--- config.mk ---
export PLATFORM = sky130hd
export DESIGN_NAME = tile_fetcher
export DESIGN_NICKNAME = d
export VERILOG_FILES = /design/src/hw/bg_reg_pkg.sv /design/src/hw/bg_fetch_pkg.sv /design/src/hw/tile_fetcher.sv
export VERILOG_INCLUDE_DIRS = /design/src /design/src/hw
export SDC_FILE = /design/constraint.sdc
export NUM_CORES = 1
export LEC_CHECK = 0
export ABC_CLOCK_PERIOD_IN_PS = 7500
export BUFFER_PORTS_ARGS = -buffer_cell sky130_fd_sc_hd__buf_2
export CAP_MARGIN = 30
export CELL_PAD_IN_SITES_DETAIL_PLACEMENT = 0
export CELL_PAD_IN_SITES_GLOBAL_PLACEMENT = 1
export CORE_ASPECT_RATIO = 0.9
export CORE_MARGIN = 1
export CORE_UTILIZATION = 42
export CTS_CLUSTER_SIZE = 25
export DETAILED_ROUTE_END_ITERATION = 12
export PLACE_DENSITY = 0.86
export SYNTH_ARGS = -nofsm -noshare
export SYNTH_HDL_FRONTEND = slang
export SYNTH_SLANG_ARGS = --single-unit
--- constraint.sdc ---
create_clock -name CLK -period 7.5 [get_ports CLK]
set_clock_uncertainty 0.1 [all_clocks]
set_input_delay 2.25 -clock CLK [delete_from_list [all_inputs] [get_ports CLK]]
set_output_delay 2.25 -clock CLK [all_outputs]
set_load 0.1 [all_outputs]
--- src/hw/bg_defs.svh ---
// Line window, tile size and bus width defines shared by the renderer RTL and its testbench
`ifndef BG_DEFS_SVH
`define BG_DEFS_SVH

// Fetched pixel window, first and one-past-last position
// Both must be multiples of the tile edge
`define BG_H_START 48
`define BG_H_END 176

// Tile edge in pixels
`define BG_TILE_PX 16

// Memory channel widths
`define BG_ADDR_W 16
`define BG_DATA_W 16

// Display coordinate width
`define BG_X_W 10

// Scanline RAM address width, four pixels per word
`define BG_LINE_WORDS_W 8

`endif

--- src/hw/bg_reg_pkg.sv ---
// CPU side register map opcodes and field types, referenced by scoped names
`include "bg_defs.svh"

package bg_reg_pkg;

	// Register addresses, anything above 9 is ignored
	typedef enum logic [3:0] {
		ctrl0     = 4'd0,
		scroll_x0 = 4'd1,
		scroll_y0 = 4'd2,
		map_addr0 = 4'd3,
		set_addr0 = 4'd4,
		ctrl1     = 4'd5,
		scroll_x1 = 4'd6,
		scroll_y1 = 4'd7,
		map_addr1 = 4'd8,
		set_addr1 = 4'd9
	} bg_reg_e;

	// Full register word as written by the CPU
	typedef logic [`BG_DATA_W-1:0] reg_data_t;

	// Upper nibble of a layer's color index
	typedef logic [3:0] pal_hi_t;

endpackage

--- src/hw/bg_fetch_pkg.sv ---
// Render side types for the tile fetcher and the line buffer mixer, referenced by scoped names
`include "bg_defs.svh"

package bg_fetch_pkg;

	// Fetcher states, one pass per layer
	typedef enum logic [2:0] {
		idle,
		begin_layer,
		fetch_tile,
		wait_tile,
		fetch_data,
		wait_data
	} fetch_state_e;

	// Palette index sent to the display
	typedef logic [7:0] color_idx_t;

	// Memory and scanline word, four 4-bit pixels
	// Lowest nibble is the leftmost pixel
	typedef logic [`BG_DATA_W-1:0] mem_word_t;

endpackage

--- src/hw/tile_fetcher.sv ---
// Per-line fetch FSM that reads tile map bytes and pixel words from memory into the scanline store
`timescale 1ns/10ps
`include "bg_defs.svh"

module tile_fetcher (
	input  logic                          CLK,
	input  logic                          RSTb,
	input  logic                          h_tick,
	input  logic [`BG_X_W-1:0]            display_y,
	input  logic                          en0,
	input  logic                          en1,
	input  bg_reg_pkg::reg_data_t         scroll_x0,
	input  bg_reg_pkg::reg_data_t         scroll_x1,
	input  bg_reg_pkg::reg_data_t         scroll_y0,
	input  bg_reg_pkg::reg_data_t         scroll_y1,
	input  bg_reg_pkg::reg_data_t         map_addr0,
	input  bg_reg_pkg::reg_data_t         map_addr1,
	input  bg_reg_pkg::reg_data_t         set_addr0,
	input  bg_reg_pkg::reg_data_t         set_addr1,
	output logic [`BG_ADDR_W-1:0]         mem_address,
	input  bg_fetch_pkg::mem_word_t       mem_data,
	output logic                          mem_rvalid,
	input  logic                          mem_rready,
	output logic                          line_start,
	output logic                          buf_wr,
	output logic                          buf_layer,
	output logic [`BG_LINE_WORDS_W-1:0]   buf_addr,
	output bg_fetch_pkg::mem_word_t       buf_data
);

	localparam int AW = `BG_ADDR_W;
	localparam int XW = `BG_X_W;
	localparam int LW = `BG_LINE_WORDS_W;
	// Byte index into the tile map needs one bit more than a word address
	localparam int IW = `BG_ADDR_W + 1;
	localparam logic [XW-1:0] H_START = XW'(`BG_H_START);
	localparam logic [XW-1:0] H_END   = XW'(`BG_H_END);
	localparam logic [XW-1:0] TILE_PX = XW'(`BG_TILE_PX);

	bg_fetch_pkg::fetch_state_e state;
	logic                       layer;
	logic [XW-1:0]              y_line;
	logic [XW-1:0]              pos;
	logic [IW-1:0]              tile_index;
	logic [7:0]                 tile;
	logic [1:0]                 word_k;

	bg_reg_pkg::reg_data_t      cur_scroll_x;
	bg_reg_pkg::reg_data_t      cur_scroll_y;
	bg_reg_pkg::reg_data_t      cur_map_addr;
	bg_reg_pkg::reg_data_t      cur_set_addr;
	bg_reg_pkg::reg_data_t      map_y;
	logic [IW-1:0]              first_index;
	logic [AW-1:0]              data_addr;
	logic [7:0]                 tile_byte;

	// Configuration of the layer being fetched
	assign cur_scroll_x = layer ? scroll_x1 : scroll_x0;
	assign cur_scroll_y = layer ? scroll_y1 : scroll_y0;
	assign cur_map_addr = layer ? map_addr1 : map_addr0;
	assign cur_set_addr = layer ? set_addr1 : set_addr0;

	// Map row from bits 10:4 and fine row from bits 3:0
	assign map_y = cur_scroll_y + bg_reg_pkg::reg_data_t'(y_line);

	// Map rows are 128 tiles wide
	assign first_index = {cur_map_addr, 1'b0} + IW'({map_y[10:4], 7'b0}) +
		IW'(cur_scroll_x[10:4]);

	// Each 1024-word band holds 16 tiles with 64 words per fine row
	assign data_addr = cur_set_addr + AW'({tile[7:4], 10'b0}) + AW'({tile[3:0], 2'b0}) +
		AW'({map_y[3:0], 6'b0}) + AW'(word_k);

	assign tile_byte = tile_index[0] ? mem_data[15:8] : mem_data[7:0];

	assign line_start = h_tick & en0;

	always_ff @(posedge CLK) begin
		buf_wr <= 1'b0;
		if (line_start) begin
			state      <= bg_fetch_pkg::begin_layer;
			layer      <= 1'b0;
			mem_rvalid <= 1'b0;
			y_line     <= display_y;
		end else begin
			case (state)
				bg_fetch_pkg::begin_layer: begin
					tile_index <= first_index;
					pos        <= H_START;
					state      <= bg_fetch_pkg::fetch_tile;
				end
				bg_fetch_pkg::fetch_tile: begin
					if (pos == H_END) begin
						if (!layer && en1) begin
							layer <= 1'b1;
							state <= bg_fetch_pkg::begin_layer;
						end else begin
							state <= bg_fetch_pkg::idle;
						end
					end else begin
						mem_address <= tile_index[IW-1:1];
						mem_rvalid  <= 1'b1;
						state       <= bg_fetch_pkg::wait_tile;
					end
				end
				bg_fetch_pkg::wait_tile: begin
					if (mem_rready) begin
						mem_rvalid <= 1'b0;
						// Transparent tile 255 leaves its pixels cleared
						if (tile_byte == 8'hff) begin
							pos        <= pos + TILE_PX;
							tile_index <= tile_index + 1'b1;
							state      <= bg_fetch_pkg::fetch_tile;
						end else begin
							tile   <= tile_byte;
							word_k <= 2'd0;
							state  <= bg_fetch_pkg::fetch_data;
						end
					end
				end
				bg_fetch_pkg::fetch_data: begin
					mem_address <= data_addr;
					mem_rvalid  <= 1'b1;
					state       <= bg_fetch_pkg::wait_data;
				end
				bg_fetch_pkg::wait_data: begin
					if (mem_rready) begin
						mem_rvalid <= 1'b0;
						buf_wr     <= 1'b1;
						buf_layer  <= layer;
						buf_addr   <= pos[XW-1:2] + LW'(word_k);
						buf_data   <= mem_data;
						if (word_k == 2'd3) begin
							pos        <= pos + TILE_PX;
							tile_index <= tile_index + 1'b1;
							state      <= bg_fetch_pkg::fetch_tile;
						end else begin
							word_k <= word_k + 2'd1;
							state  <= bg_fetch_pkg::fetch_data;
						end
					end
				end
				default: state <= bg_fetch_pkg::idle;
			endcase
		end
		// Back to idle with no request pending
		if (!RSTb) begin
			state      <= bg_fetch_pkg::idle;
			layer      <= 1'b0;
			mem_rvalid <= 1'b0;
			buf_wr     <= 1'b0;
		end
	end

endmodule

# --- Word-level counts from Yosys, hierarchy flattened ---
# Cells that the tools add are included.
word_totals:
  ff_bits: 94
  input_bits: 160
  out_inout_bits: 44
classes:
  n_addsub: 11
  n_eq_ne: 18
  n_mux: 34
  bitwise_logic: 5
  n_reduce_logical: 18
op_table:
  columns: ["operator", "count"]
  rows:
  - ["17-bit 2-to-1 mux", 4]
  - ["17-bit one-hot mux with 3 select lines", 1]
  - ["16-bit 2-to-1 mux", 3]
  - ["10-bit 2-to-1 mux", 4]
  - ["16-bit one-hot mux with 2 select lines", 1]
  - ["10-bit one-hot mux with 3 select lines", 1]
  - ["11-bit 2-to-1 mux", 2]
  - ["17-bit by 1-bit adder with 17-bit output, second input constant", 1]
  - ["17-bit by 14-bit adder with 17-bit output", 1]
  - ["17-bit by 7-bit adder with 17-bit output", 1]
  - ["16-bit by 10-bit adder with 16-bit output", 1]
  - ["16-bit by 14-bit adder with 16-bit output", 1]
  - ["16-bit by 2-bit adder with 16-bit output", 1]
  - ["16-bit by 6-bit adder with 16-bit output", 1]
  - ["3-bit 2-to-1 mux", 5]
  - ["3-bit one-hot mux with 5 select lines", 1]
  - ["2-bit != test, second input constant", 7]
  - ["3-bit AND reduction", 4]
  - ["6-bit AND reduction", 2]
  - ["11-bit by 10-bit adder with 11-bit output", 1]
  - ["10-bit by 5-bit adder with 10-bit output, second input constant", 1]
  - ["10-bit by 8-bit equality test with 1-bit output, second input constant", 1]
  - ["8-bit by 2-bit adder with 8-bit output", 1]
  - ["8-bit equality test, second input constant", 1]
  - ["other kinds (22)", 39]

# --- Longest topological paths before layout ---
depth:
  depth_word: 6
  mapped_depth: 20
  depth_no_buf: 17

# --- Worst setup path after synthesis ---
# OpenSTA, ideal clock, no wires.
synth_path:
  path_kind: "input to register"
  start: "in h_tick"
  end: "reg pos[4] (enable)"
  arrival_ps: 5343
  required_time_ps: 6939
  setup_slack_ps: 1596
  path_stages: 3
  path_buffers: 0
  cell_sequence: "nand2_1 -> inv_1 -> nor4_1"
synth_via:
  elab_chain_len: 3
synth_rtl:
  columns: ["item", "line", "source"]
  rows:
  - ["start, declared", "tile_fetcher.sv:8", "input logic h_tick,"]
  - ["1-bit AND", "tile_fetcher.sv:76", "assign line_start = h_tick & en0;"]
  - ["via line_start", "tile_fetcher.sv:24", "output logic line_start,"]
  - ["1-bit NOT (no line)", null, null]
  - ["6-bit AND reduction (no line)", null, null]
  - ["end signal, assigned", "tile_fetcher.sv:111", "pos <= pos + TILE_PX;"]
  - ["end signal, assigned", "tile_fetcher.sv:134", "pos <= pos + TILE_PX;"]
  - ["end, declared", "tile_fetcher.sv:43", "logic [XW-1:0] pos;"]
# The timed path passes the listed nets, and every way through them passes these cells.
# A chain may end at the register's enable or synchronous reset.

# --- Worst setup path in the final report ---
layout_path:
  start: "in scroll_y1[0]"
  end: "reg tile_index[16], data pin"
layout_via:
  elab_chain_len: 5
layout_rtl:
  columns: ["item", "line", "source"]
  rows:
  - ["start, declared", "tile_fetcher.sv:15", "input bg_reg_pkg::reg_data_t scroll_y1,"]
  - ["11-bit 2-to-1 mux", "tile_fetcher.sv:59", "assign cur_scroll_y = layer ? scroll_y1 : scroll_y0;"]
  - ["11-bit by 10-bit adder with 11-bit output", "tile_fetcher.sv:64", "assign map_y = cur_scroll_y + bg_reg_pkg::reg_data_t'(y_line);"]
  - ["17-bit by 14-bit adder with 17-bit output", "tile_fetcher.sv:67", "assign first_index = {cur_map_addr, 1'b0} + IW'({map_y[10:4], 7'b0}) +"]
  - ["17-bit by 7-bit adder with 17-bit output", "tile_fetcher.sv:67", null]
  - ["17-bit one-hot mux with 3 select lines", "tile_fetcher.sv:86", "case (state)"]
  - ["end signal, assigned", "tile_fetcher.sv:88", "tile_index <= first_index;"]
  - ["end signal, assigned", "tile_fetcher.sv:112", "tile_index <= tile_index + 1'b1;"]
  - ["end signal, assigned", "tile_fetcher.sv:135", "tile_index <= tile_index + 1'b1;"]
  - ["end, declared", "tile_fetcher.sv:44", "logic [IW-1:0] tile_index;"]
# No other way between the ends.

==> impl_metrics.py <==
metrics = {
    "pwr": {
        "irDropWorstVdd_mv": 0.118,
        "switching_share": 0.302,
        "internal_power_uw": 999,
        "power_share_of_the_combinational_group": 0.269,
        "power_leakage_nw": 3.16,
        "power_switching_uw": 432,
        "seq_power_share": 0.416,
        "pwr_density_cell_nw_per_um2": 188,
        "pwr-share-clk": 0.315,
        "finalPower_mw": 1.43,
    },
    "placed_design": {
        "gp_congestion": 0.863,
        "placed_cells": 955,
        "detailedPlacementHpwl_um": 11600,
        "pre_cts_slack_ns": 1.44,
        "port-buffer-count": 175,
    },
    "floorplanning": {
        "placementRows": 41,
        "die-width_um": 131,
        "start_util": 0.439,
        "design.die.area_sq_um": 15400,
        "design.core.area_sq_um": 14300,
        "io-pin-count": 204,
        "fp.dieH_um": 118,
    },
    "logic_synthesis": {
        "avgSynthCellArea_sq_um": 10.5,
        "mappedNetlistNets": 801,
        "ys_ff_latch": 90,
        "post_synth_inst_count": 598,
        "yosys_most_used_dff": "sky130_fd_sc_hd__edfxtp_1",
        "seq_area_frac_synth": 0.422,
        "yosysWarningCount": 0,
        "yosysTopAreaCell": "sky130_fd_sc_hd__edfxtp_1",
        "synth_largest_type_area_fraction": 0.403,
        "synth_enable_flop_cells": 84,
        "synthTopCellsByArea": "sky130_fd_sc_hd__edfxtp_1, sky130_fd_sc_hd__mux2_2, sky130_fd_sc_hd__ha_1, sky130_fd_sc_hd__nand2_1, sky130_fd_sc_hd__xnor2_1",
        "cell_with_the_most_instances_after_synthesis": "sky130_fd_sc_hd__edfxtp_1",
        "netlist_area_sq_um": 6250,
        "synth.lib_cells_used.distinct": 67,
        "post_synth_most_frequent_cells": "sky130_fd_sc_hd__edfxtp_1, sky130_fd_sc_hd__nand2_1, sky130_fd_sc_hd__mux2_2",
        "asyncSetResetFlopFracSynth": 0,
    },
    "cts": {
        "cts-buffers-inserted": 9,
        "clk_path_buf_depth": 2,
        "cts_sinks": 90,
        "cts_root_buf": "sky130_fd_sc_hd__clkbuf_16",
        "post-cts-setup-buffers": 0,
        "clock_latency_ns": 0.35,
        "tritoncts": "built",
        "cts.reportedPaths.clkPinSlew_ns": 0.07,
        "cts_max_level": 3,
        "cts_repair_resized_insts": 0,
        "cts.hold.buffers_added": 0,
    },
    "final_layout": {
        "synthToLayoutAreaGrowth_pct": 22.0,
        "filler_cell_count": 1325,
        "net_count_reported_at_finish": 976,
        "layout-drive-gt1-share": 0.339,
        "layoutNonFillerInstCount": 971,
        "n_antenna_cell": 0,
    },
    "critical_path": {
        "worstReg2RegEnd": "tile_index[16]",
        "r2r_cells": 17,
        "worstSetupEndpoint": "tile_index[16]",
        "r2r-start": "layer",
        "critical_path.startpoint": "scroll_y1[0]",
        "worst-path-max-fanout": 7,
        "setup_crit_path_kind": "in -> reg",
        "crit_path_end_kind": "flip-flop",
        "worstSetupStartpointType": "primary input",
        "crit_arrival_ns": 5.76,
        "critical_path_required_ns": 7.51,
        "r2r_slack_ns": 3.04,
    },
    "sta": {
        "fin_setup_tns_ns": 0,
        "final_setup_violation_count": 0,
        "timing.slew.headroom": 0.376,
        "worst_pin_slew_ns": 0.933,
        "grt_setup_unrepaired": "no",
        "period_share": 0.766,
        "slack_of_the_critical_path_ns": 1.75,
        "number_of_hold_slack_violations_in_the_final_timing_report": 0,
        "clock.fmax_mhz": 174,
        "timing.final.crit_period_ns": 5.75,
        "final_max_slew_viol_count": 0,
        "hold_ws_ns": 0.394,
    },
    "routing": {
        "drt_first_pass_iters": 4,
        "drt_iter0_drc": 411,
        "routedWlPerCell_um": 15.5,
        "post-route-drc-count": 0,
        "via_count": 5158,
        "antenna_violating_nets_post_route": 0,
        "postRouteWirelength_um": 15000,
        "routed_via_density": 5.31,
    },
    "worst_hold_path": {
        "min_delay_path_depth": 0,
        "worstHoldPathType": "reg -> reg",
    },
    "run": {
        "max_cap_violations": 0,
    },
    "global_route": {
        "global_route.overflow_total": 0,
        "grt_use_met1": 0.273,
        "antenna_violations_before_repair": 0,
        "groute.layer.met2.usage": 0.323,
        "top_usage_layer": "met2",
        "gr-usage-all-layers": 0.200,
        "grt_util_met3": 0.0245,
        "first_global_vias": 4970,
        "grt_pass1_wl_um": 23900,
        "maximum_number_of_pins_on_one_net_before_global_route_repair": 38,
    },
    "run_status": {
        "run_status": "completed",
    },
}
[state kept, by name (all words and copies together) (netlist names)]
signal / count
buf_wr: 1
mem_address: 16
tile_index: 17
buf_data: 16
buf_addr: 8
mem_rvalid: 1
state: 3
buf_layer: 1
y_line: 10
pos: 6
tile: 8
layer: 1
word_k: 2
[critical path: stages]
cell and delay, ns:
sky130_fd_sc_hd__buf_2 0.10, sky130_fd_sc_hd__mux2_2 0.25, sky130_fd_sc_hd__ha_1 0.20, sky130_fd_sc_hd__inv_1 0.07, sky130_fd_sc_hd__fa_1 0.19, sky130_fd_sc_hd__inv_1 0.05, sky130_fd_sc_hd__a21o_1 0.15, sky130_fd_sc_hd__a21oi_1 0.28
sky130_fd_sc_hd__o211ai_1 0.18, sky130_fd_sc_hd__a2111oi_0 0.49, sky130_fd_sc_hd__a211oi_1 0.11, sky130_fd_sc_hd__ha_1 0.39, sky130_fd_sc_hd__a21oi_1 0.39, sky130_fd_sc_hd__o211ai_1 0.15, sky130_fd_sc_hd__a21oi_1 0.20, sky130_fd_sc_hd__o21bai_1 0.10
sky130_fd_sc_hd__a31o_1 0.21
[worst min-delay path by stage]
stage                        to       start  slack (ns)
floorplan             buf_layer       layer        0.33
global placement    buf_addr[3]      pos[5]        0.37
detailed placement   mem_rvalid  mem_rvalid        0.38
CTS                 buf_addr[3]      pos[5]        0.39
global route        buf_addr[3]      pos[5]        0.42
finish              buf_addr[3]      pos[5]        0.39
[per-layer routing]
layer / vias up / part of all wire
met4: 0 / 0.017
met3: 16 / 0.047
met2: 150 / 0.46
li1: 2585 / -
met5: - / 0
met1: 2407 / 0.47
[final cells by class]
type	instances	area, sq um	area share
clock buffer	13	272	0.0356
clock inverter	3	20.0	0.00262
inverter	24	90.1	0.0118
multi-input combinational	466	3430	0.450
sequential	90	2640	0.347
tap	193	241	0.0316
timing repair buffer	182	928	0.122
[power by group through the flow]
| stage | Clock, mW | Combinational, mW | Sequential (mW) |
|---|---|---|---|
| 4_1_cts | 0.457 | 0.385 | 0.595 |
| 2_1_floorplan | 0 | 0.253 | 0.630 |
| 3_5_place_dp | 0 | 0.381 | 0.606 |
| 5_1_grt | 0.475 | 0.425 | 0.597 |
| 3_3_place_gp | 0 | 0.374 | 0.604 |
| 6_report | 0.451 | 0.385 | 0.595 |
[cells by family (layout without fill, tap and decap cells)]
group | after synthesis | in the layout | share of synthesized area
adder cells (fa/ha/maj) | 44 | 44 | 0.0912
buffers and inverters | 42 | 222 | 0.0306
XOR/XNOR | 42 | 42 | 0.0588
AND/OR/NAND/NOR | 183 | 183 | 0.146
multiplexers | 57 | 57 | 0.101
flip-flops | 90 | 90 | 0.422
AO/OA/AOI/OAI | 140 | 140 | 0.150
[per-stage QoR]
stage                util  area, sq um
finish              0.535         7630
global route        0.535         7630
CTS                 0.535         7630
detailed placement  0.515         7340
global placement    0.515         7340
floorplan               -         6250
[cells in the final DEF (no fill, tap or decap), drive strengths merged, types with 5 or more instances in the layout]
master,instances
buf,182
edfxtp,84
nand2,54
mux2,50
nor2,43
ha,40
o21ai,38
a21oi,29
inv,26
xnor2,21
xor2,21
nand3,21
a21o,20
clkbuf,13
nor2b,10
o21a,10
nor3,8
a211oi,8
mux2i,7
nand2b,7
and3,6
nand4,6
dfxtp,6
nor4,6
a211o,5
and2,5
o211ai,5
or2,5
(Power assumes the default switching activity.)
