[src/hw/bg_defs.svh]
// Line window, tile size and bus width defines shared by the renderer RTL and its testbench
`ifndef BG_DEFS_SVH
`define BG_DEFS_SVH

// Fetched pixel window, first and one-past-last position
// Both must be multiples of the tile edge
`define BG_H_START 48
`define BG_H_END 176

// Tile edge in pixels
`define BG_TILE_PX 16

// Memory channel widths
`define BG_ADDR_W 16
`define BG_DATA_W 16

// Display coordinate width
`define BG_X_W 10

// Scanline RAM address width, four pixels per word
`define BG_LINE_WORDS_W 8

`endif

[src/hw/bg_reg_pkg.sv]
// CPU side register map opcodes and field types, referenced by scoped names
`include "bg_defs.svh"

package bg_reg_pkg;

	// Register addresses, anything above 9 is ignored
	typedef enum logic [3:0] {
		ctrl0     = 4'd0,
		scroll_x0 = 4'd1,
		scroll_y0 = 4'd2,
		map_addr0 = 4'd3,
		set_addr0 = 4'd4,
		ctrl1     = 4'd5,
		scroll_x1 = 4'd6,
		scroll_y1 = 4'd7,
		map_addr1 = 4'd8,
		set_addr1 = 4'd9
	} bg_reg_e;

	// Full register word as written by the CPU
	typedef logic [`BG_DATA_W-1:0] reg_data_t;

	// Upper nibble of a layer's color index
	typedef logic [3:0] pal_hi_t;

endpackage

[src/hw/bg_regs.sv]
// CPU-writable layer configuration registers, one field updated per write cycle
`timescale 1ns/10ps

module bg_regs (
	input  logic                  CLK,
	input  logic                  RSTb,
	input  logic                  wr,
	input  bg_reg_pkg::bg_reg_e   address,
	input  bg_reg_pkg::reg_data_t data_in,
	output logic                  en0,
	output logic                  en1,
	output bg_reg_pkg::pal_hi_t   pal_hi0,
	output bg_reg_pkg::pal_hi_t   pal_hi1,
	output bg_reg_pkg::reg_data_t scroll_x0,
	output bg_reg_pkg::reg_data_t scroll_x1,
	output bg_reg_pkg::reg_data_t scroll_y0,
	output bg_reg_pkg::reg_data_t scroll_y1,
	output bg_reg_pkg::reg_data_t map_addr0,
	output bg_reg_pkg::reg_data_t map_addr1,
	output bg_reg_pkg::reg_data_t set_addr0,
	output bg_reg_pkg::reg_data_t set_addr1
);

	always_ff @(posedge CLK) begin
		if (!RSTb) begin
			en0       <= 1'b0;
			en1       <= 1'b0;
			pal_hi0   <= '0;
			pal_hi1   <= '0;
			scroll_x0 <= '0;
			scroll_x1 <= '0;
			scroll_y0 <= '0;
			scroll_y1 <= '0;
			map_addr0 <= '0;
			map_addr1 <= '0;
			set_addr0 <= '0;
			set_addr1 <= '0;
		end else if (wr) begin
			case (address)
				// Control: bit 0 enable, bits 7:4 palette high nibble
				bg_reg_pkg::ctrl0: begin
					en0     <= data_in[0];
					pal_hi0 <= data_in[7:4];
				end
				bg_reg_pkg::scroll_x0: scroll_x0 <= data_in;
				bg_reg_pkg::scroll_y0: scroll_y0 <= data_in;
				bg_reg_pkg::map_addr0: map_addr0 <= data_in;
				bg_reg_pkg::set_addr0: set_addr0 <= data_in;
				bg_reg_pkg::ctrl1: begin
					en1     <= data_in[0];
					pal_hi1 <= data_in[7:4];
				end
				bg_reg_pkg::scroll_x1: scroll_x1 <= data_in;
				bg_reg_pkg::scroll_y1: scroll_y1 <= data_in;
				bg_reg_pkg::map_addr1: map_addr1 <= data_in;
				bg_reg_pkg::set_addr1: set_addr1 <= data_in;
				default: ;
			endcase
		end
	end

endmodule

[config.mk]
export PLATFORM = sky130hd
export DESIGN_NAME = bg_regs
export DESIGN_NICKNAME = d
export VERILOG_FILES = /design/src/hw/bg_reg_pkg.sv /design/src/hw/bg_regs.sv
export VERILOG_INCLUDE_DIRS = /design/src /design/src/hw
export SDC_FILE = /design/constraint.sdc
export NUM_CORES = 1
export LEC_CHECK = 0
export ABC_AREA = 1
export BUFFER_PORTS_ARGS = -buffer_cell sky130_fd_sc_hd__buf_2
export CORE_ASPECT_RATIO = 1.1
export CORE_MARGIN = 2
export CORE_UTILIZATION = 40
export DETAILED_ROUTE_END_ITERATION = 12
export PLACE_DENSITY_LB_ADDON = 0.1
export SYNTH_ARGS = -nofsm -noshare
export SYNTH_HDL_FRONTEND = slang
export SYNTH_SLANG_ARGS = --single-unit
export TNS_END_PERCENT = 20
[constraint.sdc]
create_clock -name CLK -period 1.3 [get_ports CLK]
set_input_delay 0.13 -clock CLK [delete_from_list [all_inputs] [get_ports CLK]]
set_output_delay 0.13 -clock CLK [all_outputs]
set_load 0.02 [all_outputs]
# Word-level counts from Yosys, hierarchy flattened
# Index checks and enable logic that the tools add are counted.
totals:
  register_bits: 138
classes:
  eq_ne: 9
  n_reduce_logical: 11
op_table:
  columns: ["cell", "count"]
  rows:
  - ["AND reduction 2 bit", 10]
  - ["== test 4 x 3 -> 1 bit, second input constant", 4]
  - ["== test 4 x 2 -> 1 bit, second input constant", 2]
  - ["== test 4 bit, second input constant", 2]
  - ["== test 4 x 1 -> 1 bit, second input constant", 1]
  - ["zero test 4 bit", 1]

# Longest topological paths before layout
# Gate-level depths: netlist of the first run.
depth:
  ltp_word: 2
  mapped_depth: 7
  ltp_nobuf: 6

# Worst setup path after synthesis of the first run
# No wires, ideal clock.
synth_timing:
  path_type: "input port to flip-flop"
  start: "input port wr"
  end: "register map_addr1[0]"
  setup_time_ns: 0.113
  arrival_time_ns: 0.939
  required_time_ns: 1.187
  slack_ns: 0.248
  stages: 6
  path_buffers: 3
  cell_sequence: "buf_2 -> buf_2 -> buf_1 -> nand4_1 -> nand2_1 -> nor2_1"
synth_between:
  elab_chain_cells: 1
synth_rtl:
  columns: ["item", "line_no", "rtl"]
  rows:
  - ["start: declaration", "bg_regs.sv:7", "input logic wr,"]
  - ["AND reduction 2 bit (no line)", null, null]
  - ["end signal: assignment", "bg_regs.sv:55", "bg_reg_pkg::map_addr1: map_addr1 <= data_in;"]
  - ["end: declaration", "bg_regs.sv:19", "output bg_reg_pkg::reg_data_t map_addr1,"]
# No other way between the ends.
# A chain may end at the register's enable or synchronous reset.

# Final worst setup path of the first run
layout_timing:
  start: "register map_addr1[2]"
  end: "output port map_addr1[2]"
# No word-level cell between the ends.

==> results of run 1 <==
registers in the layout, summed over array words and instances (netlist names):
register   cells
scroll_y1     16
set_addr0     16
map_addr1     16
scroll_y0     16
scroll_x1     16
en0            1
pal_hi1        4
en1            1
pal_hi0        4
set_addr1     16
map_addr0     16
scroll_x0     16
where the power goes:
part	switching, mW	internal (mW)
logic	0.654	0.316
registers	0.0499	4.32
clock network	1.82	4.02
total	2.52	8.66
per-stage QoR:
| step | power [mW] | hold slack (ns) | setup WS (ns) | utilization | cell area (um2) |
|---|---|---|---|---|---|
| final | 11.18 | 0.06071 | 0.2022 | 0.5458 | 7467 |
| after floorplan | 5.049 | 0.3782 | 0.2484 | - | 5543 |
| after global placement | 5.433 | 0.4554 | 0.09648 | 0.4936 | 6754 |
| after global routing | 11.58 | 0.06123 | 0.1641 | 0.5458 | 7467 |
| after detailed placement | 5.436 | 0.4656 | 0.08459 | 0.4936 | 6754 |
| after CTS | 11.27 | 0.04030 | 0.1902 | 0.5458 | 7467 |
path summary, 6_finish.rpt:
kind | endpoint | slack [ns] | cells past startpoint
worst min register to register | set_addr1[13]$_SDFFE_PN0P_ | 0.47 | 2
worst max-delay path | map_addr1[2] | 0.20 | 1
worst max register to register | pal_hi0[2]$_SDFFE_PN0P_ | 0.68 | 4
worst min-delay path | set_addr1[3]$_SDFFE_PN0P_ | 0.06 | 3
layout by cell type, fill, tap and decap left out:
cell	count
nor2_1	272
nand2_1	181
buf_2	159
dfxtp_1	138
nand3_1	73
nand4_1	37
inv_1	24
buf_4	23
clkbuf_16	17
buf_12	13
nor2_2	8
bufinv_16	8
nor2_4	6
clkinv_1	5
clkinv_2	3
clkinvlp_4	2
inv_2	1
clkbuf_8	1
clkbuf_1	1
cells by family after synthesis:
family / after synthesis / synth area share
simple gates: 577 / 0.4339
flops: 138 / 0.4984
buf+inv: 82 / 0.06772
final cells by class:
type | instances | area (um2) | area share
inverters | 30 | 112.6 | 0.01508
multi-input cells | 577 | 2415 | 0.3234
repair buffers | 195 | 1229 | 0.1645
flip-flops and latches | 138 | 2763 | 0.3700
clock buffers | 19 | 442.9 | 0.05932
clock inverters | 13 | 270.3 | 0.03619
well taps | 188 | 235.2 | 0.03150
routing by layer:
layer	GRT usage	up-vias	share of wire
met4	0.06653	0	0.013
met5	0	-	0
met1	0.3121	2447	0.45
li1	-	2817	-
met3	0.06214	18	0.075
met2	0.3502	177	0.46
==> flow_metrics.py, run 1 <==
metrics = {
    "sta": {
        "hold_viol": 0,
        "rsz0062_at_grt": "false",
        "slew_viol_final": 0,
        "fin_crit_ns": 1.098,
        "fin_setup_tns_ns": 0,
        "slew_headroom": 0.6525,
        "fmax_mhz": 910.9,
        "worst_clock_skew_ns": 0,
        "fin_crit_sh": 0.8445,
        "setup_viol": 0,
        "tightestPinTransition_ns": 0.5206,
    },
    "synthesis": {
        "ys_seq_area_frac": 0.4984,
        "synth_largest_type_area_fraction": 0.4984,
        "ys_seq_elements": 138,
        "ys.flop_type": "dfxtp_1",
        "synth.cell_area_um2": 5543,
        "synth_nets": 820,
        "yosys.cell_count.top_type": "nor2_1",
        "yosysTopAreaCell": "dfxtp_1",
        "synth-async-reset-ratio": 0,
        "synthTopCellsByArea": "dfxtp_1 (50%), nor2_1 (19%), nand2_1 (12%)",
        "yosysWarningCount": 0,
        "syn_inst": 797,
        "synth_common_cells": "nor2_1 (276), nand2_1 (181), dfxtp_1 (138)",
        "synth_edf_count": 0,
        "avgSynthCellArea_um2": 6.955,
        "ys_types": 14,
    },
    "status": {
        "status": "finished, final reports clean",
    },
    "hold_path": {
        "hold_start": "RSTb",
        "hold_class": "input pin to register",
    },
    "global_route": {
        "grt_pass1_vias": 4585,
        "grt-ovfl-total": 0,
        "grt_max_degree": 54,
        "grtUsageTotal": 0.2275,
        "grt_first_pass_wirelength_um": 25400,
        "antenna_found_initial": 0,
    },
    "finish": {
        "n_antenna_cell": 0,
        "final_nets": 982,
        "area_delta_synth_final_pct": 34.72,
        "finalNonFillerCells": 1160,
        "fillers": 1395,
        "drive_above_1_share": 0.2479,
    },
    "detailed_routing": {
        "drt_first_iter_violations": 349,
        "routedWlPerCell_um": 14.57,
        "vias": 5459,
        "drt-total-wl_um": 16900,
        "ant_nets": 0,
        "vias_per_cell": 4.706,
        "dr.pass1.iters": 4,
        "drcViolationCount": 0,
    },
    "pwr": {
        "powerDensity_nw_per_um2": 1497,
        "cellLeakagePower_nw": 3.592,
        "peakVddDrop_mv": 0.6394,
    },
    "clocking": {
        "root_buffer": "clkbuf_16",
        "cts_setup_buffers": 0,
        "cts_sinks": 138,
        "clk_latency_ns": 0.42,
        "tritoncts": "done",
        "clock_path_buffers": 2,
        "path_clk_slew_ns": 0.06,
        "cts_resized": 0,
        "numCtsBuffers": 17,
        "cts_hold_buffers": 0,
        "htree_levels": 4,
    },
    "floorplan": {
        "chipWidth_um": 116.2,
        "initial_core_util": 0.4051,
        "io_pins": 161,
        "die-area_um2": 14820,
        "rows": 45,
        "die_height_um": 127.5,
        "coreArea_um2": 13680,
    },
    "worst_setup_path": {
        "cp.arrival_ns": 0.97,
        "cp-startpoint": "map_addr1[2]$_SDFFE_PN0P_",
        "critical_path.top_delay_family": "flip-flops",
        "endpoint_kind": "output port",
        "r2r-start": "pal_hi0[2]$_SDFFE_PN0P_",
        "critPathRequiredTime_ns": 1.17,
        "slowest_delay_ns": 0.37,
        "crit_path_cell_trace": "buf_2",
        "worst-path-buf-inv": 1,
        "critPathSlowestCell": "dfxtp_1",
        "path_class": "register to output port",
        "start_kind": "register",
        "worstPathMaxFanout": 2,
    },
    "run": {
        "max_cap_viol_count": 0,
    },
    "place": {
        "post-dp-hpwl_um": 10880,
        "gp_congestion": 0.7612,
        "io_buffers": 160,
        "dp_cells": 1128,
    },
}
(Power assumes the default switching activity.)
==> run 2, diff against run 1 <==
clock period = 1.08 ns   (was 1.3 ns; I/O delays follow)
==> run 2 against run 1 <==
Net effect:
- die area unchanged
- non-clock buffer count increased by 13
- final area hardly changed
- register-to-register slack worse by 0.23 ns
- clock skew did not move
- hold slack worse by 0.042 ns
==> flow_metrics.py, run 2 (synthesis results as in run 1) <==
metrics = {
    "status": {
        "status": "finished, final reports clean",
    },
    "floorplan": {
        "initial_core_util": 0.4051,
        "chipWidth_um": 116.2,
        "die_height_um": 127.5,
        "die-area_um2": 14820,
        "io_pins": 161,
        "coreArea_um2": 13680,
        "rows": 45,
    },
    "sta": {
        "fmax_mhz": 937.8,
        "slew_headroom": 0.6972,
        "hold_viol": 0,
        "tightestPinTransition_ns": 0.4514,
        "rsz0062_at_grt": "false",
        "worst_clock_skew_ns": 0,
        "fin_crit_sh": 0.9874,
        "fin_crit_ns": 1.066,
        "fin_setup_tns_ns": 0,
        "slew_viol_final": 0,
        "setup_viol": 0,
    },
    "pwr": {
        "power_mw": 11.64,
        "powerDensity_nw_per_um2": 1558,
        "peakVddDrop_mv": 0.8772,
        "cellLeakagePower_nw": 3.578,
    },
    "hold_path": {
        "hold_start": "RSTb",
        "hold_depth": 3,
        "min_to": "scroll_x0[8]$_SDFFE_PN0P_",
        "hold_class": "input pin to register",
    },
    "place": {
        "io_buffers": 160,
        "gp_congestion": 0.7827,
        "post-dp-hpwl_um": 11240,
    },
    "global_route": {
        "grtUsageTotal": 0.2299,
        "grt-ovfl-total": 0,
        "antenna_found_initial": 0,
        "grt_max_degree": 50,
        "grt_pass1_vias": 4774,
        "grt_first_pass_wirelength_um": 25850,
    },
    "detailed_routing": {
        "vias_per_cell": 4.702,
        "drt-total-wl_um": 16840,
        "routedWlPerCell_um": 14.38,
        "drcViolationCount": 0,
        "drt_first_iter_violations": 342,
        "ant_nets": 0,
        "vias": 5506,
        "dr.pass1.iters": 7,
    },
    "clocking": {
        "clk_latency_ns": 0.41,
        "numCtsBuffers": 17,
        "path_clk_slew_ns": 0.05,
        "htree_levels": 4,
        "cts_hold_buffers": 0,
        "tritoncts": "done",
        "cts_sinks": 138,
        "clock_path_buffers": 2,
        "root_buffer": "clkbuf_16",
    },
    "worst_setup_path": {
        "path_class": "register to output port",
        "slowest_delay_ns": 0.36,
        "r2r-start": "pal_hi0[2]$_SDFFE_PN0P_",
        "endpoint_kind": "output port",
        "crit_path_cell_trace": "buf_2",
        "r2r_end": "pal_hi0[2]$_SDFFE_PN0P_",
        "critPathSlowestCell": "dfxtp_1",
        "start_kind": "register",
        "worstPathMaxFanout": 2,
        "critical_path.top_delay_family": "flip-flops",
        "critPathRequiredTime_ns": 0.97,
        "cp.arrival_ns": 0.96,
        "worstRegToRegCells": 4,
        "r2r_slack_ns": 0.45,
        "worst-path-buf-inv": 1,
    },
    "finish": {
        "final_nets": 995,
        "final_cell_mix": "nor2_1 (272), nand2_1 (181), buf_2 (141), dfxtp_1 (137), nand3_1 (73)",
        "n_antenna_cell": 0,
        "final_common_cell": "nor2_1",
        "drive_above_1_share": 0.2503,
        "fillers": 1422,
        "area_delta_synth_final_pct": 34.76,
    },
    "run": {
        "max_cap_viol_count": 0,
    },
}
==> run 2: changes by cell type in the layout (fill, tap and decap cells not counted) <==
cell,change
dfxtp_2,+1
clkbuf_1,+7
buf_2,-18
buf_4,+26
clkinv_2,-2
dfxtp_1,-1
clkbuf_8,+2
clkinvlp_4,-1
buf_12,+5
bufinv_16,-8
==> run 2: how the worst max path moves through the flow <==
stage	startpoint	end	slack, ns	depth (start not counted)
global route	set_addr0[15]$_SDFFE_PN0P_	set_addr0[15]	0.001	1
global placement	address[1]	set_addr0[3]$_SDFFE_PN0P_	-0.06	7
finish	scroll_x1[2]$_SDFFE_PN0P_	scroll_x1[2]	0.01	1
detailed placement	address[1]	set_addr0[0]$_SDFFE_PN0P_	-0.1	7
CTS	map_addr1[15]$_SDFFE_PN0P_	map_addr1[15]	0.003	1
floorplan	wr	map_addr1[0]$_SDFFE_PN0P_	0.05	6
==> run 2: repair_timing <==
action | in CTS | in global routing
buffers inserted | 0 | 0
endpoints found under the setup margin | 3 | 15
gates resized for setup | 3 | 16
==> run 2: tightest hold or removal path: stages <==
cell     delay, ns
buf_4         0.17
nand2_1       0.08
nor2_1        0.03
==> run 2: power by group <==
group	switching, mW	total [mW]	internal, mW
Combinational	0.795	1.23	0.432
Sequential	0.0619	5.27	5.21
Clock	2.05	5.14	3.09
Total	2.91	11.6	8.73
==> run 2: routing by layer <==
metal,GRT usage,vias up,share of wire,wire (um)
li1,-,2838,-,-
met1,0.3131,2461,0.46,7746
met2,0.3536,179,0.46,7766
met3,0.05313,28,0.058,974
met4,0.08683,0,0.021,346
met5,0,-,0,0
==> run 2: final cells by class <==
class | count | area (um2) | area share
Sequential cell | 138 | 2764 | 0.3700
Multi-Input combinational cell | 577 | 2415 | 0.3233
Timing Repair Buffer | 208 | 1434 | 0.1920
Clock buffer | 28 | 496.7 | 0.06650
Tap cell | 188 | 235.2 | 0.03149
Inverter | 30 | 112.6 | 0.01508
Clock inverter | 2 | 12.51 | 0.001675
==> run 2: stage by stage <==
step / area (um2) / hold WS, ns / setup WS [ns] / utilization / std cells
floorplan: 5543 / 0.3562 / 0.05040 / - / 797
global placement: 6914 / 0.4463 / -0.06315 / 0.5054 / 1141
detailed placement: 6914 / 0.4455 / -0.09806 / 0.5054 / 1141
CTS: 7431 / 0.009469 / 0.002867 / 0.5431 / 1171
global route: 7470 / 0.02915 / 0.001365 / 0.5460 / 1171
finish: 7470 / 0.01882 / 0.01364 / 0.5460 / 1171
==> run 3, diff against run 2 <==
CORE_UTILIZATION = 50   (was 40)
SETUP_SLACK_MARGIN = 0.1   (was unset)
clock period = 1.1 ns   (was 1.08 ns; I/O delays follow)
==> run 3 against run 2 <==
Net effect:
- final area up 8.2%
- first-iteration DRC count is 17% lower
- register-to-register slack worse by 0.05 ns
- non-clock buffer count decreased by 9
- worst setup slack gained 0.067 ns
- clock skew unchanged
- sequential share of layout area fell by 1.3 points
- clock-buffer cell count decreased by 7
- clock power is 9.5% higher
- critical path type unchanged
- routed wire length up 0.84%
- hold slack better by 0.16 ns
- critical path depth did not move
- largest cell class unchanged
==> flow_metrics.py, run 3 (synthesis results as in run 1) <==
metrics = {
    "finish": {
        "final_nets": 986,
        "fillers": 856,
        "drive_above_1_share": 0.3535,
        "finalNonFillerCells": 1124,
        "area_delta_synth_final_pct": 45.76,
        "final_cell_mix": "nor2_1 (272), nand2_1 (181), dfxtp_2 (100), buf_4 (88), nand3_1 (73)",
        "final_common_cell": "nor2_1",
    },
    "floorplan": {
        "coreArea_um2": 10860,
        "io_pins": 161,
        "chipWidth_um": 104.4,
        "die-area_um2": 11940,
        "initial_core_util": 0.5104,
        "rows": 40,
        "die_height_um": 114.4,
    },
    "clocking": {
        "cts_sinks": 138,
        "clk_latency_ns": 0.41,
        "htree_levels": 4,
        "root_buffer": "clkbuf_16",
        "path_clk_slew_ns": 0.06,
        "tritoncts": "done",
        "cts_hold_buffers": 0,
        "clock_path_buffers": 2,
        "numCtsBuffers": 17,
    },
    "place": {
        "gp_congestion": 0.8137,
        "io_buffers": 160,
        "dp_cells": 1090,
        "post-dp-hpwl_um": 10740,
    },
    "worst_setup_path": {
        "path_class": "register to output port",
        "crit_path_cell_trace": "buf_4",
        "start_kind": "register",
        "path_depth": 1,
        "cp.arrival_ns": 0.91,
        "critPathRequiredTime_ns": 0.99,
        "endpoint_kind": "output port",
        "worstPathMaxFanout": 2,
        "worst-path-buf-inv": 1,
        "critPathSlowestCell": "dfxtp_2",
        "critical_path.top_delay_family": "flip-flops",
        "worstRegToRegCells": 3,
        "slowest_delay_ns": 0.35,
    },
    "sta": {
        "fin_crit_ns": 1.019,
        "hold_viol": 0,
        "fmax_mhz": 981.1,
        "fin_crit_sh": 0.9266,
        "slew_headroom": 0.6789,
        "worst_clock_skew_ns": 0,
        "rsz0062_at_grt": "true",
        "fin_setup_tns_ns": 0,
        "slew_viol_final": 0,
        "tightestPinTransition_ns": 0.4811,
        "setup_viol": 0,
    },
    "global_route": {
        "grt_pass1_vias": 5159,
        "antenna_found_initial": 1,
        "grtUsageTotal": 0.2790,
        "grt-ovfl-total": 0,
        "grt_first_pass_wirelength_um": 25850,
        "grt_max_degree": 73,
    },
    "pwr": {
        "pwr-share-seq": 0.431,
        "powerDensity_nw_per_um2": 1496,
        "p_sw_mw": 2.980,
        "p_int_mw": 9.104,
        "peakVddDrop_mv": 0.9916,
        "p_comb_frac": 0.104,
        "cellLeakagePower_nw": 3.651,
        "p_sw_frac": 0.2466,
        "clockPowerShare": 0.466,
    },
    "hold_path": {
        "hold_depth": 4,
        "hold_class": "input pin to register",
    },
    "detailed_routing": {
        "drt-total-wl_um": 16980,
        "ant_nets": 0,
        "dr.pass1.iters": 5,
        "vias_per_cell": 5.103,
        "routedWlPerCell_um": 15.10,
        "drt_first_iter_violations": 285,
        "drcViolationCount": 0,
        "vias": 5736,
    },
    "status": {
        "status": "finished, final reports clean",
    },
    "run": {
        "max_cap_viol_count": 0,
    },
}
## run 3: cell types whose count changed in the layout (fill, tap and decap cells not counted)
| cell | before | now |
|---|---|---|
| buf_12 | 18 | 16 |
| buf_2 | 141 | 26 |
| buf_4 | 49 | 88 |
| buf_6 | 0 | 69 |
| bufinv_16 | 0 | 2 |
| clkbuf_1 | 8 | 1 |
| clkinv_2 | 1 | 4 |
| clkinvlp_4 | 1 | 4 |
| dfxtp_1 | 137 | 38 |
| dfxtp_2 | 1 | 100 |
| diode_2 | 0 | 1 |
| inv_6 | 0 | 1 |
## run 3: routing by layer
layer	GRT usage	vias to the layer above	wire length, um
li1	-	2828	-
met1	0.3363	2625	6908
met2	0.4632	240	8302
met3	0.08082	43	1224
met4	0.1279	0	541
met5	0	-	0
## run 3: what timing repair did
action,CTS,global route
resized for setup,183,119
setup buffers,0,1
endpoints found under the hold margin,0,0
endpoints found under the setup margin,138,138
## run 3: metrics by stage
step	power [mW]	setup WS [ns]	hold slack, ns	instance area (um2)	util
after floorplan	5.968	0.08177	0.3582	5545	-
after global placement	6.395	0.03421	0.4585	6763	0.6227
after detailed placement	6.420	-0.001083	0.4655	6763	0.6227
after CTS	12.07	0.07813	0.1834	7800	0.7182
after global routing	12.50	0.04516	0.1896	8077	0.7437
final	12.08	0.08069	0.1838	8079	0.7439
## run 3: worst register-to-register path, delay by kind of cell (launching register included)
family | cells | cell delay (ns)
and+or+nand+nor | 2 | 0.15
buffers and inverters | 1 | 0.13
DFF | 1 | 0.32
## run 3: cell type report
cell class | instances | area, um2 | area share
tap | 147 | 183.9 | 0.02277
antenna | 1 | 2.502 | 0.0003097
clock inverter | 11 | 118.9 | 0.01471
timing repair buffer | 199 | 1888 | 0.2337
clock buffer | 21 | 470.5 | 0.05823
sequential | 138 | 2888 | 0.3574
inverter | 30 | 112.6 | 0.01394
multi-input combinational | 577 | 2415 | 0.2989
## run 3: power by group through the flow
stage	Sequential [mW]	Clock (mW)	Combinational, mW
floorplan	5.41	0	0.562
global placement	5.27	0	1.12
detailed placement	5.28	0	1.14
CTS	5.19	5.68	1.21
global route	5.21	5.93	1.36
finish	5.20	5.63	1.25
## run 3: worst paths after layout
kind	slack, ns	endpoint	startpoint
max	0.08	scroll_x1[15]	scroll_x1[15]$_SDFFE_PN0P_
min	0.18	scroll_x0[12]$_SDFFE_PN0P_	RSTb
max reg2reg	0.40	scroll_y0[14]$_SDFFE_PN0P_	scroll_y0[14]$_SDFFE_PN0P_
min reg2reg	0.48	map_addr0[4]$_SDFFE_PN0P_	map_addr0[4]$_SDFFE_PN0P_
